[src/hw/video_pkg.sv]
// shared widths, limits, enums and event defaults for the video statistics design
package video_pkg;

  // ----------------------------------------------------------
  // pixel bus
  // ----------------------------------------------------------
  // full rgb word, r in the top byte
  localparam int RGB_W  = 24;
  // one colour channel
  localparam int CH_W   = 8;
  // number of colour lanes
  localparam int NUM_CH = 3;

  // ----------------------------------------------------------
  // coordinates and counters
  // ----------------------------------------------------------
  // up to 2047 pixels per line
  localparam int X_W = 11;
  // up to 1023 lines per frame
  localparam int Y_W = 10;
  // per-frame channel sum, 2047 x 1023 x 255 fits
  localparam int SUM_W = 32;
  // pixels per frame, width x height
  localparam int PIX_CNT_W = X_W + Y_W;

  // ----------------------------------------------------------
  // frame_event_gen configuration used by the top
  // ----------------------------------------------------------
  // eof from an explicit vsync fall
  localparam bit EVT_USE_VS_FALL   = 1'b1;
  // sol/eol only inside the frame window
  localparam bit EVT_GATE_BY_FRAME = 1'b1;

  // lane index, also selects the byte of the rgb word
  typedef enum logic [1:0] {
    CH_R = 2'd0,
    CH_G = 2'd1,
    CH_B = 2'd2
  } channel_e;

  // collector fsm
  typedef enum logic [1:0] {
    ST_IDLE    = 2'd0,
    ST_ACTIVE  = 2'd1,
    ST_PUBLISH = 2'd2
  } stats_state_e;

endpackage
[src/hw/pix_stream_if.sv]
// forwarded pixel bus with frame/line event pulses, driven by the event generator
`timescale 1ns/1ps

interface pix_stream_if;

  // pixel qualifier, high on active pixels
  logic                        valid;
  // pixel value, held between valid cycles
  logic [video_pkg::RGB_W-1:0] rgb;
  // pixel index within the line
  logic [video_pkg::X_W-1:0]   x;
  // line index within the frame
  logic [video_pkg::Y_W-1:0]   y;

  // single-cycle event pulses
  logic                        sof;
  logic                        sol;
  logic                        eol;
  logic                        eof;

  // event generator side
  modport src (
    output valid,
    output rgb,
    output x,
    output y,
    output sof,
    output sol,
    output eol,
    output eof
  );

  // statistics lanes and collector
  modport sink (
    input valid,
    input rgb,
    input x,
    input y,
    input sof,
    input sol,
    input eol,
    input eof
  );

endinterface

[src/hw/video_stats_top.sv]
// top level of the per-frame rgb statistics design, raw sync and pixel in, results out
`timescale 1ns/1ps

module video_stats_top (
  input  logic                            clk,
  input  logic                            rst,
  input  logic                            vs_i,
  input  logic                            de_i,
  input  logic [video_pkg::RGB_W-1:0]     rgb_i,
  output logic                            frame_done_o,
  output logic [video_pkg::PIX_CNT_W-1:0] pix_count_o,
  output logic [video_pkg::Y_W-1:0]       line_count_o,
  output logic [video_pkg::SUM_W-1:0]     sum_r_o,
  output logic [video_pkg::SUM_W-1:0]     sum_g_o,
  output logic [video_pkg::SUM_W-1:0]     sum_b_o,
  output logic [video_pkg::CH_W-1:0]      max_r_o,
  output logic [video_pkg::CH_W-1:0]      max_g_o,
  output logic [video_pkg::CH_W-1:0]      max_b_o
);

  // ----------------------------------------------------------
  // front end to event generator
  // ----------------------------------------------------------
  logic                        vs_rise;
  logic                        vs_fall;
  logic                        de_rise;
  logic                        de_fall;
  logic                        in_frame;
  logic                        fe_valid;
  logic [video_pkg::RGB_W-1:0] fe_rgb;
  logic [video_pkg::X_W-1:0]   fe_x;
  logic [video_pkg::Y_W-1:0]   fe_y;

  // lane results into the collector
  logic [video_pkg::SUM_W-1:0] lane_sum [video_pkg::NUM_CH];
  logic [video_pkg::CH_W-1:0]  lane_max [video_pkg::NUM_CH];

  pix_stream_if pix ();

  sync_edge_front u_front (
    .clk         (clk),
    .rst         (rst),
    .vs_i        (vs_i),
    .de_i        (de_i),
    .rgb_i       (rgb_i),
    .vs_rise_o   (vs_rise),
    .vs_fall_o   (vs_fall),
    .de_rise_o   (de_rise),
    .de_fall_o   (de_fall),
    .in_frame_o  (in_frame),
    .pix_valid_o (fe_valid),
    .rgb_o       (fe_rgb),
    .x_o         (fe_x),
    .y_o         (fe_y)
  );

  frame_event_gen #(
    .USE_VS_FALL   (video_pkg::EVT_USE_VS_FALL),
    .GATE_BY_FRAME (video_pkg::EVT_GATE_BY_FRAME)
  ) u_evt (
    .clk         (clk),
    .rst         (rst),
    .vs_rise_i   (vs_rise),
    .vs_fall_i   (vs_fall),
    .de_rise_i   (de_rise),
    .de_fall_i   (de_fall),
    .in_frame_i  (in_frame),
    .pix_valid_i (fe_valid),
    .rgb_i       (fe_rgb),
    .x_i         (fe_x),
    .y_i         (fe_y),
    .out         (pix)
  );

  // ----------------------------------------------------------
  // one lane per colour, lane index picks the byte
  // ----------------------------------------------------------
  for (genvar i = 0; i < video_pkg::NUM_CH; i++) begin : g_lane
    channel_stats u_lane (
      .clk   (clk),
      .rst   (rst),
      .ch_i  (video_pkg::channel_e'(i)),
      .in    (pix),
      .sum_o (lane_sum[i]),
      .max_o (lane_max[i])
    );
  end

  frame_stats_collect u_collect (
    .clk          (clk),
    .rst          (rst),
    .in           (pix),
    .sum_i        (lane_sum),
    .max_i        (lane_max),
    .frame_done_o (frame_done_o),
    .pix_count_o  (pix_count_o),
    .line_count_o (line_count_o),
    .sum_r_o      (sum_r_o),
    .sum_g_o      (sum_g_o),
    .sum_b_o      (sum_b_o),
    .max_r_o      (max_r_o),
    .max_g_o      (max_g_o),
    .max_b_o      (max_b_o)
  );

endmodule

[src/hw/frame_stats_collect.sv]
// collector that drains the lanes at frame end and publishes one result with a done pulse
`timescale 1ns/1ps

module frame_stats_collect (
  input  logic                            clk,
  input  logic                            rst,
  pix_stream_if.sink                      in,
  input  logic [video_pkg::SUM_W-1:0]     sum_i [video_pkg::NUM_CH],
  input  logic [video_pkg::CH_W-1:0]      max_i [video_pkg::NUM_CH],
  output logic                            frame_done_o,
  output logic [video_pkg::PIX_CNT_W-1:0] pix_count_o,
  output logic [video_pkg::Y_W-1:0]       line_count_o,
  output logic [video_pkg::SUM_W-1:0]     sum_r_o,
  output logic [video_pkg::SUM_W-1:0]     sum_g_o,
  output logic [video_pkg::SUM_W-1:0]     sum_b_o,
  output logic [video_pkg::CH_W-1:0]      max_r_o,
  output logic [video_pkg::CH_W-1:0]      max_g_o,
  output logic [video_pkg::CH_W-1:0]      max_b_o
);

  video_pkg::stats_state_e        state_q;
  logic [video_pkg::PIX_CNT_W-1:0] pix_cnt;
  logic [video_pkg::Y_W-1:0]       line_cnt;

  // ----------------------------------------------------------
  // fsm and per-frame counters
  // ----------------------------------------------------------
  always_ff @(posedge clk) begin
    if (rst) begin
      state_q      <= video_pkg::ST_IDLE;
      pix_cnt      <= '0;
      line_cnt     <= '0;
      frame_done_o <= 1'b0;
      pix_count_o  <= '0;
      line_count_o <= '0;
      sum_r_o      <= '0;
      sum_g_o      <= '0;
      sum_b_o      <= '0;
      max_r_o      <= '0;
      max_g_o      <= '0;
      max_b_o      <= '0;
    end else begin
      frame_done_o <= 1'b0;
      case (state_q)
        video_pkg::ST_IDLE: begin
          if (in.sof) begin
            state_q <= video_pkg::ST_ACTIVE;
          end
        end
        video_pkg::ST_ACTIVE: begin
          if (in.eof) begin
            state_q <= video_pkg::ST_PUBLISH;
          end
        end
        video_pkg::ST_PUBLISH: begin
          // lane outputs were latched on eof and are stable now
          pix_count_o  <= pix_cnt;
          line_count_o <= line_cnt;
          sum_r_o      <= sum_i[video_pkg::CH_R];
          sum_g_o      <= sum_i[video_pkg::CH_G];
          sum_b_o      <= sum_i[video_pkg::CH_B];
          max_r_o      <= max_i[video_pkg::CH_R];
          max_g_o      <= max_i[video_pkg::CH_G];
          max_b_o      <= max_i[video_pkg::CH_B];
          frame_done_o <= 1'b1;
          // a one-cycle frame gap puts the next sof right here
          state_q <= in.sof ? video_pkg::ST_ACTIVE : video_pkg::ST_IDLE;
        end
        default: begin
          state_q <= video_pkg::ST_IDLE;
        end
      endcase
      // counting, the pixel under eof lies outside the frame
      if (in.sof) begin
        pix_cnt  <= in.valid ? video_pkg::PIX_CNT_W'(1) : '0;
        line_cnt <= '0;
      end else if (state_q == video_pkg::ST_ACTIVE) begin
        if (in.valid && !in.eof) begin
          pix_cnt <= pix_cnt + 1'b1;
        end
        // the last line may close in the eof cycle
        if (in.eol) begin
          line_cnt <= line_cnt + 1'b1;
        end
      end
    end
  end

  // ----------------------------------------------------------
  // checks
  // ----------------------------------------------------------
  // one result per frame
  a_done_single: assert property (
    @(posedge clk) disable iff (rst) frame_done_o |=> !frame_done_o
  );

  // front end coordinates agree with the event stream at each line start
  a_line_start_coords: assert property (
    @(posedge clk) disable iff (rst)
      in.sol |-> (in.x == '0) && (in.sof || in.y == line_cnt)
  );

endmodule

[src/hw/channel_stats.sv]
// one colour lane that accumulates the channel sum and maximum over a frame
`timescale 1ns/1ps

module channel_stats (
  input  logic                        clk,
  input  logic                        rst,
  input  video_pkg::channel_e         ch_i,
  pix_stream_if.sink                  in,
  output logic [video_pkg::SUM_W-1:0] sum_o,
  output logic [video_pkg::CH_W-1:0]  max_o
);

  logic [video_pkg::CH_W-1:0]  pix_ch;
  logic [video_pkg::SUM_W-1:0] sum_q;
  logic [video_pkg::CH_W-1:0]  max_q;
  logic                        open_q;

  // r sits in the top byte, so lane 0 takes the highest slice
  assign pix_ch = in.rgb[video_pkg::CH_W * (video_pkg::NUM_CH - 1 - int'(ch_i)) +:
                         video_pkg::CH_W];

  // ----------------------------------------------------------
  // frame window
  // ----------------------------------------------------------
  always_ff @(posedge clk) begin
    if (rst) begin
      open_q <= 1'b0;
    end else if (in.sof) begin
      open_q <= 1'b1;
    end else if (in.eof) begin
      open_q <= 1'b0;
    end
  end

  // ----------------------------------------------------------
  // running sum and maximum
  // ----------------------------------------------------------
  always_ff @(posedge clk) begin
    if (in.sof) begin
      // fresh frame, the first pixel may arrive with sof
      sum_q <= in.valid ? video_pkg::SUM_W'(pix_ch) : '0;
      max_q <= in.valid ? pix_ch : '0;
    end else if (open_q && in.valid && !in.eof) begin
      sum_q <= sum_q + video_pkg::SUM_W'(pix_ch);
      if (pix_ch > max_q) begin
        max_q <= pix_ch;
      end
    end
  end

  // ----------------------------------------------------------
  // held results, replaced at each frame end
  // ----------------------------------------------------------
  always_ff @(posedge clk) begin
    if (rst) begin
      sum_o <= '0;
      max_o <= '0;
    end else if (in.eof) begin
      sum_o <= sum_q;
      max_o <= max_q;
    end
  end

endmodule

[src/hw/frame_event_gen.sv]
// event generator that registers sof/sol/eol/eof pulses and forwards the pixel bus
`timescale 1ns/1ps

module frame_event_gen #(
  // 1: eof from vs_fall, 0: eof from the next vs_rise
  parameter bit USE_VS_FALL   = video_pkg::EVT_USE_VS_FALL,
  // 1: sol/eol only while in_frame is high
  parameter bit GATE_BY_FRAME = video_pkg::EVT_GATE_BY_FRAME
) (
  input  logic                        clk,
  input  logic                        rst,
  input  logic                        vs_rise_i,
  input  logic                        vs_fall_i,
  input  logic                        de_rise_i,
  input  logic                        de_fall_i,
  input  logic                        in_frame_i,
  input  logic                        pix_valid_i,
  input  logic [video_pkg::RGB_W-1:0] rgb_i,
  input  logic [video_pkg::X_W-1:0]   x_i,
  input  logic [video_pkg::Y_W-1:0]   y_i,
  pix_stream_if.src                   out
);

  logic frame_seen;
  logic sof_n;
  logic sol_n;
  logic eol_n;
  logic eof_n;

  // ----------------------------------------------------------
  // forwarded pixel bus
  // ----------------------------------------------------------
  always_ff @(posedge clk) begin
    if (rst) begin
      out.valid <= 1'b0;
    end else begin
      out.valid <= pix_valid_i;
    end
  end

  // rgb only moves on valid pixels so blanking stays quiet
  always_ff @(posedge clk) begin
    if (pix_valid_i) begin
      out.rgb <= rgb_i;
    end
    out.x <= x_i;
    out.y <= y_i;
  end

  // ----------------------------------------------------------
  // open-frame tracking for the inferred eof
  // ----------------------------------------------------------
  always_ff @(posedge clk) begin
    if (rst) begin
      frame_seen <= 1'b0;
    end else if (vs_rise_i) begin
      frame_seen <= 1'b1;
    end else if (USE_VS_FALL && vs_fall_i) begin
      frame_seen <= 1'b0;
    end
  end

  // ----------------------------------------------------------
  // next-cycle events
  // ----------------------------------------------------------
  always_comb begin
    sof_n = vs_rise_i;
    // line edges, optionally restricted to the frame window
    if (GATE_BY_FRAME) begin
      sol_n = de_rise_i & in_frame_i;
      eol_n = de_fall_i & in_frame_i;
    end else begin
      sol_n = de_rise_i;
      eol_n = de_fall_i;
    end
    // without vs_fall the next frame start closes the previous one
    if (USE_VS_FALL) begin
      eof_n = vs_fall_i;
    end else begin
      eof_n = vs_rise_i & frame_seen;
    end
  end

  // registered single-cycle pulses
  always_ff @(posedge clk) begin
    if (rst) begin
      out.sof <= 1'b0;
      out.sol <= 1'b0;
      out.eol <= 1'b0;
      out.eof <= 1'b0;
    end else begin
      out.sof <= sof_n;
      out.sol <= sol_n;
      out.eol <= eol_n;
      out.eof <= eof_n;
    end
  end

  // a line cannot start and end in the same cycle
  a_sol_eol_exclusive: assert property (
    @(posedge clk) disable iff (rst) !(out.sol && out.eol)
  );

endmodule

[src/hw/sync_edge_front.sv]
// front end that samples raw vsync/de/rgb and produces edge pulses, x/y and in_frame
`timescale 1ns/1ps

module sync_edge_front (
  input  logic                        clk,
  input  logic                        rst,
  input  logic                        vs_i,
  input  logic                        de_i,
  input  logic [video_pkg::RGB_W-1:0] rgb_i,
  output logic                        vs_rise_o,
  output logic                        vs_fall_o,
  output logic                        de_rise_o,
  output logic                        de_fall_o,
  output logic                        in_frame_o,
  output logic                        pix_valid_o,
  output logic [video_pkg::RGB_W-1:0] rgb_o,
  output logic [video_pkg::X_W-1:0]   x_o,
  output logic [video_pkg::Y_W-1:0]   y_o
);

  // ----------------------------------------------------------
  // stage 1, raw input sampling
  // ----------------------------------------------------------
  logic                        vs_q;
  logic                        vs_qq;
  logic                        de_q;
  logic                        de_qq;
  logic [video_pkg::RGB_W-1:0] rgb_q;
  logic                        vs_rise_n;
  logic                        vs_fall_n;
  logic                        de_rise_n;
  logic                        de_fall_n;

  // current and previous sync levels
  always_ff @(posedge clk) begin
    if (rst) begin
      vs_q  <= 1'b0;
      vs_qq <= 1'b0;
      de_q  <= 1'b0;
      de_qq <= 1'b0;
    end else begin
      vs_q  <= vs_i;
      vs_qq <= vs_q;
      de_q  <= de_i;
      de_qq <= de_q;
    end
  end

  always_ff @(posedge clk) begin
    rgb_q <= rgb_i;
  end

  // edges from the sampled levels
  assign vs_rise_n = vs_q & ~vs_qq;
  assign vs_fall_n = ~vs_q & vs_qq;
  assign de_rise_n = de_q & ~de_qq;
  assign de_fall_n = ~de_q & de_qq;

  // ----------------------------------------------------------
  // stage 2, edge pulses, counters and frame level
  // ----------------------------------------------------------
  always_ff @(posedge clk) begin
    if (rst) begin
      vs_rise_o   <= 1'b0;
      vs_fall_o   <= 1'b0;
      de_rise_o   <= 1'b0;
      de_fall_o   <= 1'b0;
      in_frame_o  <= 1'b0;
      pix_valid_o <= 1'b0;
      x_o         <= '0;
      y_o         <= '0;
    end else begin
      vs_rise_o   <= vs_rise_n;
      vs_fall_o   <= vs_fall_n;
      de_rise_o   <= de_rise_n;
      de_fall_o   <= de_fall_n;
      pix_valid_o <= de_q;
      // high with the vs_rise pulse, drops the cycle after vs_fall
      in_frame_o  <= vs_rise_n | (in_frame_o & ~vs_fall_o);
      // x restarts at each line, steps on every further pixel
      if (de_rise_n) begin
        x_o <= '0;
      end else if (de_q) begin
        x_o <= x_o + 1'b1;
      end
      // y restarts at the frame, steps once a line has ended
      if (vs_rise_n) begin
        y_o <= '0;
      end else if (de_fall_n) begin
        y_o <= y_o + 1'b1;
      end
    end
  end

  // pixel payload, no reset
  always_ff @(posedge clk) begin
    rgb_o <= rgb_q;
  end

  // a frame edge is either an open or a close, never both
  a_vs_edges_exclusive: assert property (
    @(posedge clk) disable iff (rst) !(vs_rise_o && vs_fall_o)
  );

endmodule

[config.mk]
export PLATFORM = sky130hd
export DESIGN_NAME = video_stats_top
export DESIGN_NICKNAME = d
export VERILOG_FILES = /design/src/hw/video_pkg.sv /design/src/hw/pix_stream_if.sv /design/src/hw/video_stats_top.sv /design/src/hw/frame_stats_collect.sv /design/src/hw/channel_stats.sv /design/src/hw/frame_event_gen.sv /design/src/hw/sync_edge_front.sv
export SDC_FILE = /design/constraint.sdc
export NUM_CORES = 1
export LEC_CHECK = 0
export ABC_AREA = 1
export CORE_AREA = 2 2 249 251
export DETAILED_ROUTE_END_ITERATION = 16
export DIE_AREA = 0 0 251 253
export DONT_BUFFER_PORTS = 1
export PLACE_DENSITY = 0.47
export RECOVER_POWER = 25
export SYNTH_ARGS = -nofsm -noshare
export SYNTH_HDL_FRONTEND = slang
export SYNTH_SLANG_ARGS = --single-unit
[constraint.sdc]
create_clock -name clk -period 8.85 [get_ports clk]
set_input_delay 0.4425 -clock clk [delete_from_list [all_inputs] [get_ports clk]]
set_output_delay 0.4425 -clock clk [all_outputs]
set_load 0.02 [all_outputs]
-- Yosys cells after proc, flatten, opt, wreduce, memory -nomap -nowiden
Index checks and enable logic that the tools add are counted.
- flip-flop bits (word level): 510
- latch bits: 0
- bits in writable memories: 0
- memory bits (read-only): 0
- input port bits: 28
- output and inout bits: 152
- memories: 0
- add/subtract/negate cells: 5
- multipliers: 0
- div/mod/pow operators: 0
- order comparisons: 3
- equality and inequality tests: 4
- shift operators: 0
- multiplexer cells: 32
- bitwise logic cells: 10
- reduce and logical (&&, ||, !) cells: 19
- operator list (cell ; number):
    32-bit two-way mux ; 6
    8-bit two-way mux ; 15
    32-bit by 8-bit adder with 32-bit output ; 3
    21-bit two-way mux ; 3
    8-bit > comparator ; 3
    21-bit by 1-bit adder with 21-bit output, second input constant ; 1
    2-bit nonzero test ; 7
    2-bit AND reduction ; 6
    10-bit by 1-bit adder with 10-bit output, second input constant ; 1
    2-bit one-hot mux with 3 select lines ; 1
    1-bit AND ; 5
    1-bit two-way mux ; 5
    2-bit two-way mux ; 2
    2-bit != test, second input constant ; 2
    1-bit inverter ; 4
    1-bit logical AND ; 3
    2-bit by 1-bit equality test with 1-bit output, second input constant ; 1
    2-bit equality test, second input constant ; 1
    2-bit logical NOT ; 1
    2-bit OR reduction ; 1
    1-bit logical NOT ; 1
    1-bit bitwise OR ; 1

-- Logic depth before layout (Yosys ltp)
- depth after elaboration: 5
- gate-level depth with buffers: 11

-- By module
A second synthesis with hierarchy kept.
- cell total of the unflattened synthesis: 2957
- area, all modules: 23652.7 µm²
- modules (own cells, without submodules) (module ; times used ; cells an instance ; area an instance (µm²) ; seq. area each (µm²)):
    channel_stats (g_lane[0].u_lane ...) ; 2 ; 596 ; 4473.0 ; 2021.9
    frame_stats_collect ; 1 ; 905 ; 6766.5 ; 3703.6
    channel_stats (g_lane[2].u_lane) ; 1 ; 584 ; 4430.5 ; 2021.9
    sync_edge_front ; 1 ; 214 ; 2223.4 ; 1561.5
    frame_event_gen ; 1 ; 60 ; 1278.7 ; 1241.2
    video_stats_top ; 1 ; 2 ; 7.5 ; 0.0

-- Worst setup path after synthesis
Ideal clock, no wire load.
- kind: reg-to-reg
- from: register u_evt.out.sof
- to: register g_lane[0].u_lane.sum_q[0] (netlist bit) (enable)
- library setup time: 900 ps
- data arrival time: 2555 ps
- data required time: 7950 ps
- slack: 5395 ps
- stages on the path, launching flop included: 5
- path buffers: 2
- cell sequence: dfxtp_1 -> inv_1 -> clkbuf_1 -> clkbuf_1 -> nand2_1
- word-level cells in the longest chain between the ends: 1
- ends and longest elaborated chain (what ; line ; source):
    start: declaration ; pix_stream_if.sv:27 ; output sof,
    start signal: assignment ; frame_event_gen.sv:92 ; out.sof <= sof_n;
    2-bit nonzero test (no line) ; - ;
    end signal: assignment ; channel_stats.sv:41 ; sum_q <= in.valid ? video_pkg::SUM_W'(pix_ch) : '0;
    end signal: assignment ; channel_stats.sv:44 ; sum_q <= sum_q + video_pkg::SUM_W'(pix_ch);
    end: declaration ; channel_stats.sv:14 ; logic [video_pkg::SUM_W-1:0] sum_q;
Every way passes these cells.
A chain may end at the register's enable or synchronous reset.

-- Final worst setup path
- from: register u_evt.out.sof
- to: register g_lane[1].u_lane.sum_q[30] (netlist bit) (enable)
- word-level cells in the longest chain between the ends: 1
- ends and longest elaborated chain (what ; line):
    2-bit nonzero test (no line) ; -
    end signal: assignment ; channel_stats.sv:41
    end signal: assignment ; channel_stats.sv:44
    end: declaration ; channel_stats.sv:14
Every way passes these cells.

==> flow_metrics.py <==
metrics = {
    "power": {
        "powerDensity_mw_per_mm2": 215.6,
        "peakVddDrop_mv": 0.1993,
        "total_power_mw": 5.170,
        "p_leak_nw": 10.62,
    },
    "timing": {
        "setup_viol": 0,
        "slew_violations": 101,
        "rsz0062_at_grt": "no",
        "worstMarginPinSlew_ns": 2.648,
        "clock_skew_ns": 0.01225,
        "fmax_mhz": 194.2,
        "fin_crit_ns": 5.149,
        "slew_headroom": -0.7652,
        "fin_crit_sh": 0.5818,
        "fin_setup_tns_ns": 0,
        "hold_violations": 0,
    },
    "global_routing": {
        "globalRouteOverflowTotal": 0,
        "grtUsageTotal": 0.1759,
        "grt_pass1_vias": 16060,
        "antenna_found_initial": 1,
        "grt_pass1_wl_um": 89780,
        "grt_max_degree": 138,
    },
    "setup_path": {
        "cp_max_fo": 64,
        "r2r_start": "u_evt.out.sof",
        "rr_worst_depth": 4,
        "cp.depth": 4,
        "cp.required_ns": 9.08,
        "crit_arrival_ns": 5.38,
        "r2r_slack_ns": 3.70,
        "critPathLaunch": "u_evt.out.sof",
        "max_stage_delay_ns": 1.88,
        "cpLargestDelayFamily": "buffers and inverters",
        "reg2reg_to": "g_lane[1].u_lane.sum_q[30]",
        "cp_slowest_cell": "clkbuf_1",
        "crit_buf_inv": 3,
        "worstPathCellList": "clkbuf_1 -> inv_2 -> nand2_4 -> buf_4",
        "crit_end": "g_lane[1].u_lane.sum_q[30]",
        "startpoint_type": "flip-flop",
        "path_class": "flip-flop to flip-flop",
        "endpoint_kind": "flip-flop",
    },
    "clock_network": {
        "cts_root_buffer": "clkbuf_16",
        "cts_buffers": 57,
        "h-tree-depth": 2,
        "cts_max_path_buffers": 3,
        "clock_latency_ns": 0.62,
        "cts.sinks": 510,
        "post_cts_resized": 0,
        "cts_tree": "built",
        "clkTransAtPathRegs_ns": 0.06,
    },
    "run_status": {
        "status": "finished, violations left",
        "violations": "max-capacitance violations, max-slew violations",
    },
    "synthesis": {
        "synthesis.nets": 2658,
        "synth_area_mm2": 0.02101,
        "synth_edf_count": 144,
        "yosysTopAreaCellShare": 0.3487,
        "yosysWarnings": 0,
        "synth-seq-cells": 510,
        "synth_top_cell_by_area": "dfxtp_1",
        "yosys-top-cells-area": "dfxtp_1 35%, edfxtp_1 21%, nor2_1 10%",
        "syn_inst": 2577,
        "ys_types": 41,
        "async_flop_share": 0,
        "synth-main-ff-cell": "dfxtp_1",
        "yosysMostFrequentCell": "nor2_1",
        "ys_top_cells_by_count": "583 x nor2_1, 366 x dfxtp_1, 363 x nand2_1",
        "syn_area_per_cell_um2": 8.154,
        "ys_seq_area_frac": 0.5545,
    },
    "layout": {
        "final_layout_size_suffix_gt1_frac": 0.05044,
        "nNetsFinal": 2649,
        "fillers": 6220,
        "synthToLayoutAreaGrowth_pct": 14.10,
        "num_antenna_cells": 0,
    },
    "drt": {
        "drtIter0Drc": 987,
        "wirelength_um": 55860,
        "drt-pass1-iter-count": 5,
        "wl_met3_um": 3245,
        "drt-met1-wl_um": 26820,
        "drt_drc_violations_left": 0,
        "ant_nets": 0,
        "top_layer_used": "met4",
        "avgRoutedWirePerCell_um": 16.40,
        "met2_length_um": 24580,
        "drt-vias-per-instance": 4.854,
        "vias": 16540,
    },
    "hold_path": {
        "hp-class": "primary input to flip-flop",
        "hp-start": "rst",
    },
    "floorplanning": {
        "coreArea_mm2": 0.06103,
        "start_util": 0.3443,
        "die_y_um": 253,
        "rows": 91,
        "chipWidth_um": 251,
        "dieArea_mm2": 0.06350,
        "io_pins": 180,
    },
    "placed_design": {
        "port_buffers": 0,
        "hpwl_um": 37280,
        "globalplace.congestion": 0.8864,
    },
    "run": {
        "drv_cap": 2,
    },
}
-- area by class of cell --
class	count	area [um^2]	area share
timing repair buffer	39	352.8	0.01472
clock buffer	80	1719	0.07170
tap	790	988.4	0.04123
inverter	237	897.1	0.03742
multi-input combinational	1723	8035	0.3351
sequential	510	11650	0.4860
clock inverter	28	331.6	0.01383
-- how the worst min path moves through the flow --
stage | end | cells after the start
after floorplan | u_front.rgb_o[0] | 0
after global placement | u_front.rgb_o[16] | 0
after detailed placement | u_front.rgb_o[18] | 0
after CTS | u_collect.pix_cnt[20] | 4
after global routing | u_collect.pix_cnt[2] | 4
final | u_collect.pix_cnt[20] | 4
-- power by group --
part	leakage [nW]	internal, mW	switching [mW]
Sequential	4.28	2.44	0.0281
Combinational	5.32	0.0482	0.0975
Clock	1.02	1.56	0.998
-- logic make-up after synthesis --
family | synth area share
and+or+nand+nor | 0.2190
AOI/OAI and AO/OA | 0.1281
DFF | 0.5545
buffers and inverters | 0.06324
adders and majority gates | 0.03263
xor gates and xnor gates | 0.002501
-- tightest hold or removal path, delay by kind of cell --
kind / cells / cell delay (ns)
and+or+nand+nor: 3 / 0.14
buffers and inverters: 1 / 0.20
-- registers in the layout, summed over array words and instances, names as in the netlist, 2 cells and up --
name	count
u_front.rgb_o	24
g_lane.u_lane.max_q	24
u_evt.out.rgb	24
g_lane.u_lane.sum_o	96
u_collect.sum_b_o	32
u_collect.sum_g_o	32
u_collect.state_q	2
u_collect.max_g_o	8
u_collect.line_cnt	10
u_collect.max_r_o	8
g_lane.u_lane.sum_q	96
u_collect.sum_r_o	32
g_lane.u_lane.max_o	24
u_collect.max_b_o	8
u_collect.line_count_o	10
u_collect.pix_count_o	21
u_collect.pix_cnt	21
u_front.rgb_q	24
-- layer usage --
metal	vias up	GRT usage
li1	8475	-
met1	7656	0.2438
met2	327	0.2737
met3	80	0.04225
met4	0	0.04745
met5	-	0
-- metrics by stage --
stage,area [um^2],instances,hold WS [ns],setup slack [ns],util
after floorplan,21010,2577,0.3096,5.395,-
after global placement,21680,3272,0.3146,5.695,0.3552
after detailed placement,21680,3272,0.3132,5.699,0.3552
after CTS,24000,3407,0.1831,5.666,0.3932
after global routing,23980,3407,0.2062,3.361,0.3929
final,23980,3407,0.2255,3.701,0.3929
-- cells in the final DEF, fill, tap and decap left out, drive strengths merged, types with 20 or more instances in the layout --
master / count
clkbuf: 82
dlygate4sd3: 27
inv: 242
dfxtp: 366
nand2: 366
a21oi: 192
nor2: 589
nor3: 38
ha: 50
o21ai: 323
nand3: 106
nand4: 20
edfxtp: 144
-- timing repair --
item / CTS / global route
hold buffers: 27 / 0
endpoints found under the setup margin: 0 / 0
endpoints found under the hold margin: 41 / 0
buffers inserted: 0 / 0
Note: power is estimated with default switching activity, not from simulation.
